`config.mk`:
```
export PLATFORM = sky130hd
export DESIGN_NAME = wbTop
export DESIGN_NICKNAME = d
export VERILOG_FILES = /design/src/wbPkg.sv /design/src/wbStageReg.sv /design/src/loadLaneDecode.sv /design/src/loadAlignExtend.sv /design/src/wbResultSelect.sv /design/src/wbTop.sv
export SDC_FILE = /design/constraint.sdc
export NUM_CORES = 1
export LEC_CHECK = 0
export ABC_AREA = 0
export BUFFER_PORTS_ARGS = -buffer_cell sky130_fd_sc_hd__clkbuf_2
export CORE_MARGIN = 8
export CORE_UTILIZATION = 52
export CTS_CLUSTER_DIAMETER = 40
export CTS_CLUSTER_SIZE = 25
export DETAILED_ROUTE_END_ITERATION = 16
export HOLD_SLACK_MARGIN = 0.12
export PLACE_DENSITY = 0.78
export SYNTH_ARGS = -nofsm -noshare
export SYNTH_HDL_FRONTEND = slang
export SYNTH_SLANG_ARGS = --single-unit
```
`constraint.sdc`:
```
create_clock -name clk -period 2.9 [get_ports clk]
set_input_delay 0.435 -clock clk [delete_from_list [all_inputs] [get_ports clk]]
set_output_delay 0.435 -clock clk [all_outputs]
set_load 0.01 [all_outputs]
```
`src/wbPkg.sv`:
```
//////////////////////////////
// shared types for the MIPS32 writeback stage.
// bus words are fixed at 32 bits, so DATA_W must stay 32.
// NOLOAD must keep the all-zero encoding, which flush relies on.
//////////////////////////////
`default_nettype none

package wbPkg;

    // load kinds handled in writeback.
    typedef enum logic [2:0] {
        NOLOAD = 3'd0,
        LB     = 3'd1,
        LBU    = 3'd2,
        LH     = 3'd3,
        LHU    = 3'd4,
        LW     = 3'd5,
        LWL    = 3'd6,
        LWR    = 3'd7
    } LoadType;

    // one enable per destination.
    typedef struct packed {
        logic rfWr;  // general register file.
        logic hiWr;
        logic loWr;
    } RegsWrType;

    // result comes from memory, any other code takes the earlier result.
    localparam logic [1:0] WBSEL_LOAD = 2'b11;

    // bundle delivered by the second memory stage.
    typedef struct packed {
        logic [31:0] aluOut;      // load address.
        LoadType     loadType;
        logic [31:0] pc;
        logic [31:0] instr;
        logic [1:0]  wbSel;
        logic [4:0]  dst;
        logic [31:0] dmOut;       // raw memory word.
        logic [31:0] outB;        // old rt value, needed by LWL/LWR.
        RegsWrType   regsWrType;
        logic [31:0] result;      // earlier-stage value.
    } Mem2WbBus;

    // lane plan produced by the load decoder.
    typedef struct packed {
        logic [1:0] laneIdx;     // byte index, or half index in bit 0.
        logic       isHalf;
        logic       isByte;
        logic       signExt;
        logic       mergeLeft;   // LWL.
        logic       mergeRight;  // LWR.
        logic [1:0] shiftBytes;
    } LanePlan;

    // the memory word seen as bytes or as halfwords.
    typedef union packed {
        logic [3:0][7:0]  bytes;
        logic [1:0][15:0] halves;
    } LoadWord;

endpackage : wbPkg

`default_nettype wire

```
`src/wbStageReg.sv`:
```
//////////////////////////////
// writeback pipeline register, one item in flight.
// reset and flush load all-zero, flush wins over wr.
// DATA_W has to match the 32-bit bus words.
//////////////////////////////
`timescale 1ns/1ps
`default_nettype none

module wbStageReg import wbPkg::*; #(
    parameter int DATA_W = 32
) (
    input  logic     clk,
    input  logic     rstN,
    input  logic     flush,
    input  logic     wr,
    input  Mem2WbBus d,
    output Mem2WbBus q
);

    // the bus carries fixed 32-bit words, anything else cannot work.
    if (DATA_W != $bits(d.dmOut)) begin : gWidthCheck
        $error("wbStageReg: DATA_W does not match the MEM2 bus word width");
    end

    always_ff @(posedge clk) begin
        if (!rstN || flush) begin
            q <= '0;  // clears write types, loadType becomes NOLOAD.
        end else if (wr) begin
            q <= d;
        end
        // wr low holds the stage.
    end

endmodule : wbStageReg

`default_nettype wire

```
`src/loadLaneDecode.sv`:
```
//////////////////////////////
// load lane planning, MIPS little-endian.
// halfword loads ignore offset bit 0, a misaligned
// access is expected to trap before writeback.
//////////////////////////////
`timescale 1ns/1ps
`default_nettype none

module loadLaneDecode import wbPkg::*; (
    input  LoadType    loadType,
    input  logic [1:0] offset,
    output LanePlan    plan
);

    always_comb begin
        plan = '0;  // LW and NOLOAD pass the word untouched.
        case (loadType)
            LB: begin
                plan.isByte  = 1'b1;
                plan.signExt = 1'b1;
                plan.laneIdx = offset;
            end
            LBU: begin
                plan.isByte  = 1'b1;
                plan.laneIdx = offset;
            end
            LH: begin
                plan.isHalf  = 1'b1;
                plan.signExt = 1'b1;
                plan.laneIdx = {1'b0, offset[1]};
            end
            LHU: begin
                plan.isHalf  = 1'b1;
                plan.laneIdx = {1'b0, offset[1]};
            end
            LWL: begin
                // bytes 0..offset go to the top of rt.
                plan.mergeLeft  = 1'b1;
                plan.shiftBytes = 2'd3 - offset;
            end
            LWR: begin
                // bytes offset..3 go to the bottom of rt.
                plan.mergeRight = 1'b1;
                plan.shiftBytes = offset;
            end
            default: begin
                plan = '0;
            end
        endcase
    end

endmodule : loadLaneDecode

`default_nettype wire

```
`src/loadAlignExtend.sv`:
```
//////////////////////////////
// extracts, merges and extends load data from the lane plan.
// the lane view is a 32-bit word, so DATA_W is 32 here.
//////////////////////////////
`timescale 1ns/1ps
`default_nettype none

module loadAlignExtend import wbPkg::*; #(
    parameter int DATA_W = 32
) (
    input  LanePlan             plan,
    input  logic [DATA_W-1:0]   dmOut,
    input  logic [DATA_W-1:0]   outB,
    output logic [DATA_W-1:0]   loadData
);

    localparam int NBYTES = DATA_W / 8;

    LoadWord           memWord;
    logic [7:0]        laneByte;
    logic [15:0]       laneHalf;
    logic [4:0]        shiftBits;
    logic [DATA_W-1:0] leftShifted;
    logic [DATA_W-1:0] rightShifted;
    logic [DATA_W-1:0] mergedWord;

    assign memWord  = dmOut;
    assign laneByte = memWord.bytes[plan.laneIdx];
    assign laneHalf = memWord.halves[plan.laneIdx[0]];

    // byte shift turned into a bit shift.
    assign shiftBits    = {plan.shiftBytes, 3'b000};
    assign leftShifted  = dmOut << shiftBits;   // LWL moves low bytes up.
    assign rightShifted = dmOut >> shiftBits;   // LWR moves high bytes down.

    // bytes not covered by memory keep the old rt value.
    always_comb begin
        mergedWord = outB;
        for (int i = 0; i < NBYTES; i++) begin
            if (plan.mergeLeft && i >= int'(plan.shiftBytes)) begin
                mergedWord[8*i +: 8] = leftShifted[8*i +: 8];
            end
            if (plan.mergeRight && i + int'(plan.shiftBytes) < NBYTES) begin
                mergedWord[8*i +: 8] = rightShifted[8*i +: 8];
            end
        end
    end

    always_comb begin
        if (plan.isByte) begin
            loadData = {{(DATA_W-8){plan.signExt & laneByte[7]}}, laneByte};
        end else if (plan.isHalf) begin
            loadData = {{(DATA_W-16){plan.signExt & laneHalf[15]}}, laneHalf};
        end else if (plan.mergeLeft || plan.mergeRight) begin
            loadData = mergedWord;
        end else begin
            loadData = dmOut;  // full word, or no load at all.
        end
    end

endmodule : loadAlignExtend

`default_nettype wire

```
`src/wbResultSelect.sv`:
```
//////////////////////////////
// final writeback value and write gating.
// disWr is a level from the data cache and acts at once.
//////////////////////////////
`timescale 1ns/1ps
`default_nettype none

module wbResultSelect import wbPkg::*; #(
    parameter int DATA_W = 32
) (
    input  logic [1:0]        wbSel,
    input  logic [DATA_W-1:0] priorResult,
    input  logic [DATA_W-1:0] loadData,
    input  RegsWrType         regsWr,
    input  logic              disWr,
    output logic [DATA_W-1:0] result,
    output RegsWrType         finalWr
);

    // only the load code picks memory data.
    assign result = (wbSel == WBSEL_LOAD) ? loadData : priorResult;

    // a stalled cache must not let writeback reach the register files.
    assign finalWr = disWr ? '0 : regsWr;

endmodule : wbResultSelect

`default_nettype wire

```
`src/wbTop.sv`:
```
//////////////////////////////
// writeback stage, one cycle from m2wb to the outputs.
// flush, wr and disWr are plain levels, no handshake.
// DATA_W must be 32 to match the bus.
//////////////////////////////
`timescale 1ns/1ps
`default_nettype none

module wbTop import wbPkg::*; #(
    parameter int DATA_W = 32
) (
    input  logic              clk,
    input  logic              rstN,
    input  logic              wbFlush,
    input  logic              wbWr,
    input  logic              wbDisWr,
    input  Mem2WbBus          m2wb,
    output logic [DATA_W-1:0] wbResult,
    output logic [4:0]        wbDst,
    output RegsWrType         wbFinalWr,
    output RegsWrType         wbRegsWrType,
    output logic [31:0]       wbPc
);

    Mem2WbBus          stageQ;
    LanePlan           plan;
    logic [DATA_W-1:0] loadResult;

    wbStageReg #(.DATA_W(DATA_W)) u_wbStageReg (
        .clk   (clk),
        .rstN  (rstN),
        .flush (wbFlush),
        .wr    (wbWr),
        .d     (m2wb),
        .q     (stageQ)
    );

    loadLaneDecode u_loadLaneDecode (
        .loadType (stageQ.loadType),
        .offset   (stageQ.aluOut[1:0]),  // byte offset inside the word.
        .plan     (plan)
    );

    loadAlignExtend #(.DATA_W(DATA_W)) u_loadAlignExtend (
        .plan     (plan),
        .dmOut    (stageQ.dmOut),
        .outB     (stageQ.outB),
        .loadData (loadResult)
    );

    wbResultSelect #(.DATA_W(DATA_W)) u_wbResultSelect (
        .wbSel       (stageQ.wbSel),
        .priorResult (stageQ.result),
        .loadData    (loadResult),
        .regsWr      (stageQ.regsWrType),
        .disWr       (wbDisWr),
        .result      (wbResult),
        .finalWr     (wbFinalWr)
    );

    // latched fields that leave the stage unchanged.
    assign wbDst        = stageQ.dst;
    assign wbPc         = stageQ.pc;
    assign wbRegsWrType = stageQ.regsWrType;  // ungated, unlike wbFinalWr.

endmodule : wbTop

`default_nettype wire

```
==> flow_summary.json <==
{
  "post-dp-hpwl_um": 27700,
  "cts_tree": "yes",
  "ys_types": 60,
  "wire_per_inst_um": 23.4,
  "min_period_ps": 3060,
  "critPathLaunchType": "register",
  "die_height_um": 146,
  "synth-edff-count": 0,
  "violations": "setup timing",
  "maxSlewViolCount": 0,
  "synth_nets": 1328,
  "timing.final.ws_setup_ps": -156,
  "hold_slack_ps": 231,
  "clockBufferDepth": 2,
  "core_sq_mm": 0.0166,
  "netlist_area_sq_mm": 0.00882,
  "arrival_ps": 2620,
  "status": "finished, violations left",
  "seq_area_frac_synth_pct": 32.4,
  "avgViaCountPerCell": 6.12,
  "drt-total-wl_um": 36900,
  "crit_type": "reg -> out",
  "fin_setup_tns_ps": -179,
  "grt_start_max_net_pins": 76,
  "max_freq_ghz": 0.327,
  "p_leak_uw": 0.00510,
  "via_count": 9670,
  "power.density_mw_per_mm2": 439,
  "hold_viol": 0,
  "layout-drive-gt1-share_pct": 34.8,
  "cts_buffers": 17,
  "setup-violations-final": 3,
  "clock_latency_ps": 430,
  "ys_seq_elements": 143,
  "placementRows": 47,
  "cap_viol_max_count": 0,
  "grt-ovfl-total": 0,
  "slew_headroom_pct": 52.2,
  "synth_area_per_cell_sq_um": 7.89,
  "drt_iter0_markers": 924,
  "synth.largest_area_cell": "dfxtp_1",
  "synth_async_sr_flop_share_pct": 0,
  "clock-root-buffer": "clkbuf_16",
  "fin_crit_sh_pct": 105,
  "ys_top_cells_by_area": "dfxtp_1, mux2i_1, nor2_1, a21oi_1, o21ai_0",
  "synth_most_common_cell": "nor2_1",
  "dr.pass1.iters": 6,
  "largest_reg_flops": 143,
  "io_pins": 285,
  "antenna_found_initial": 0,
  "postRouteAntennaNets": 0,
  "tightest_slew_ps": 715,
  "syn2layout_area_growth_pct": 32.7,
  "worstPathRequired_ps": 2470,
  "cts_hold_buf": 0,
  "synth_common_cells": "nor2_1, mux2i_1, dfxtp_1",
  "h-tree-depth": 4,
  "post_dp_cell_area_sq_mm": 0.0104,
  "drc": 0,
  "clk_pin_slew_ps": 70,
  "hp-class": "in -> reg",
  "path_max_fanout": 11,
  "finClkSkew_ps": 0,
  "gr-usage-all-layers_pct": 33.2,
  "yosys_warnings": 0,
  "clock_sink_count": 143,
  "port_buffers": 222,
  "synth_top_area_share_pct": 32.4,
  "dieArea_sq_mm": 0.0214,
  "diodes": 0,
  "synthFlopType": "dfxtp_1",
  "nets": 1557,
  "rsz0062_at_grt": "yes",
  "grt_pass1_vias": 9436,
  "die_x_um": 146,
  "top_register": "u_wbStageReg.q",
  "vdd_drop_max_mv": 0.511,
  "reg.largest.list": "u_wbStageReg.q (143)",
  "pre_cts_ws_ps": 12.0,
  "critPathCaptureType": "output pin",
  "gp_congestion": 1.02,
  "fin_area_sq_mm": 0.0117,
  "grt_pass1_wl_um": 55600,
  "start_util_pct": 53.2,
  "power_uw": 5150,
  "syn_inst": 1118
}
-- worst max-delay path, stage by stage, from the launching register on --
cell      delay, ps
dfxtp_4         430
buf_6           190
nand2_2          80
nand3_1         120
a21oi_1          80
o31ai_1         310
or4b_1          510
a221o_1         330
clkbuf_2        140
-- cells in the final DEF, fill, tap and decap left out, types with 11 or more instances in the layout --
| master | instances |
|---|---|
| clkbuf_16 | 17 |
| nand3_1 | 11 |
| clkbuf_2 | 213 |
| a21oi_1 | 92 |
| o22ai_1 | 13 |
| nand2_1 | 70 |
| buf_4 | 93 |
| o22a_1 | 11 |
| a31oi_1 | 12 |
| o21ai_0 | 61 |
| buf_6 | 26 |
| dfxtp_1 | 138 |
| nor2_1 | 190 |
| mux2i_1 | 158 |
-- per-stage QoR --
stage,std cells,utilization (%)
floorplan,1118,-
global placement,1521,62.4
detailed placement,1521,62.4
CTS,1576,68.9
global route,1580,70.6
finish,1580,70.6
-- worst paths after layout --
check,from,to,slack (ps),depth (start not counted)
worst max register to register,u_wbStageReg.q[170],u_wbStageReg.q[170],1560,6
worst min-delay path,m2wb[159],u_wbStageReg.q[159],230,3
worst max-delay path,u_wbStageReg.q[173],wbResult[7],-160,8
worst min register to register,u_wbStageReg.q[99],u_wbStageReg.q[99],500,2
-- layout make-up --
type,instances,area [sq um]
multi-input cells,821,5530
well taps,220,275
flip-flops and latches,143,2880
repair buffers,353,2350
fillers,1390,4870
inverters,11,45.0
clock inverters,15,195
clock buffers,17,425
-- metal layers --
layer  GRT usage [%]  wire [um]  vias to the layer above
li1                -          -                     4441
met1            41.3      14400                     4533
met2            51.6      16800                      589
met3            8.71       3830                      107
met4            17.8       1830                        0
met5               0          0                        -
-- cells by family after synthesis --
| kind of cell | Yosys count | synth area share, % |
|---|---|---|
| XOR/XNOR | 3 | 0.723 |
| AO/OA/AOI/OAI | 315 | 22.8 |
| buffers and inverters | 154 | 8.86 |
| flip-flops | 143 | 32.4 |
| multiplexers | 166 | 19.3 |
| AND/OR/NAND/NOR | 337 | 15.9 |
-- report_power, final --
group | internal [uW] | switching (uW)
Sequential | 2030 | 86.8
Combinational | 351 | 397
Clock | 1240 | 1040
-- repair_timing --
action / in CTS / in global routing
setup endpoints to repair: 32 / 30
pin swaps: 23 / 26
buffers inserted: 22 / 5
gates resized for setup: 74 / 74
hold endpoints to repair: 0 / 0
gates cloned: 1 / 0
(Power assumes the default switching activity.)
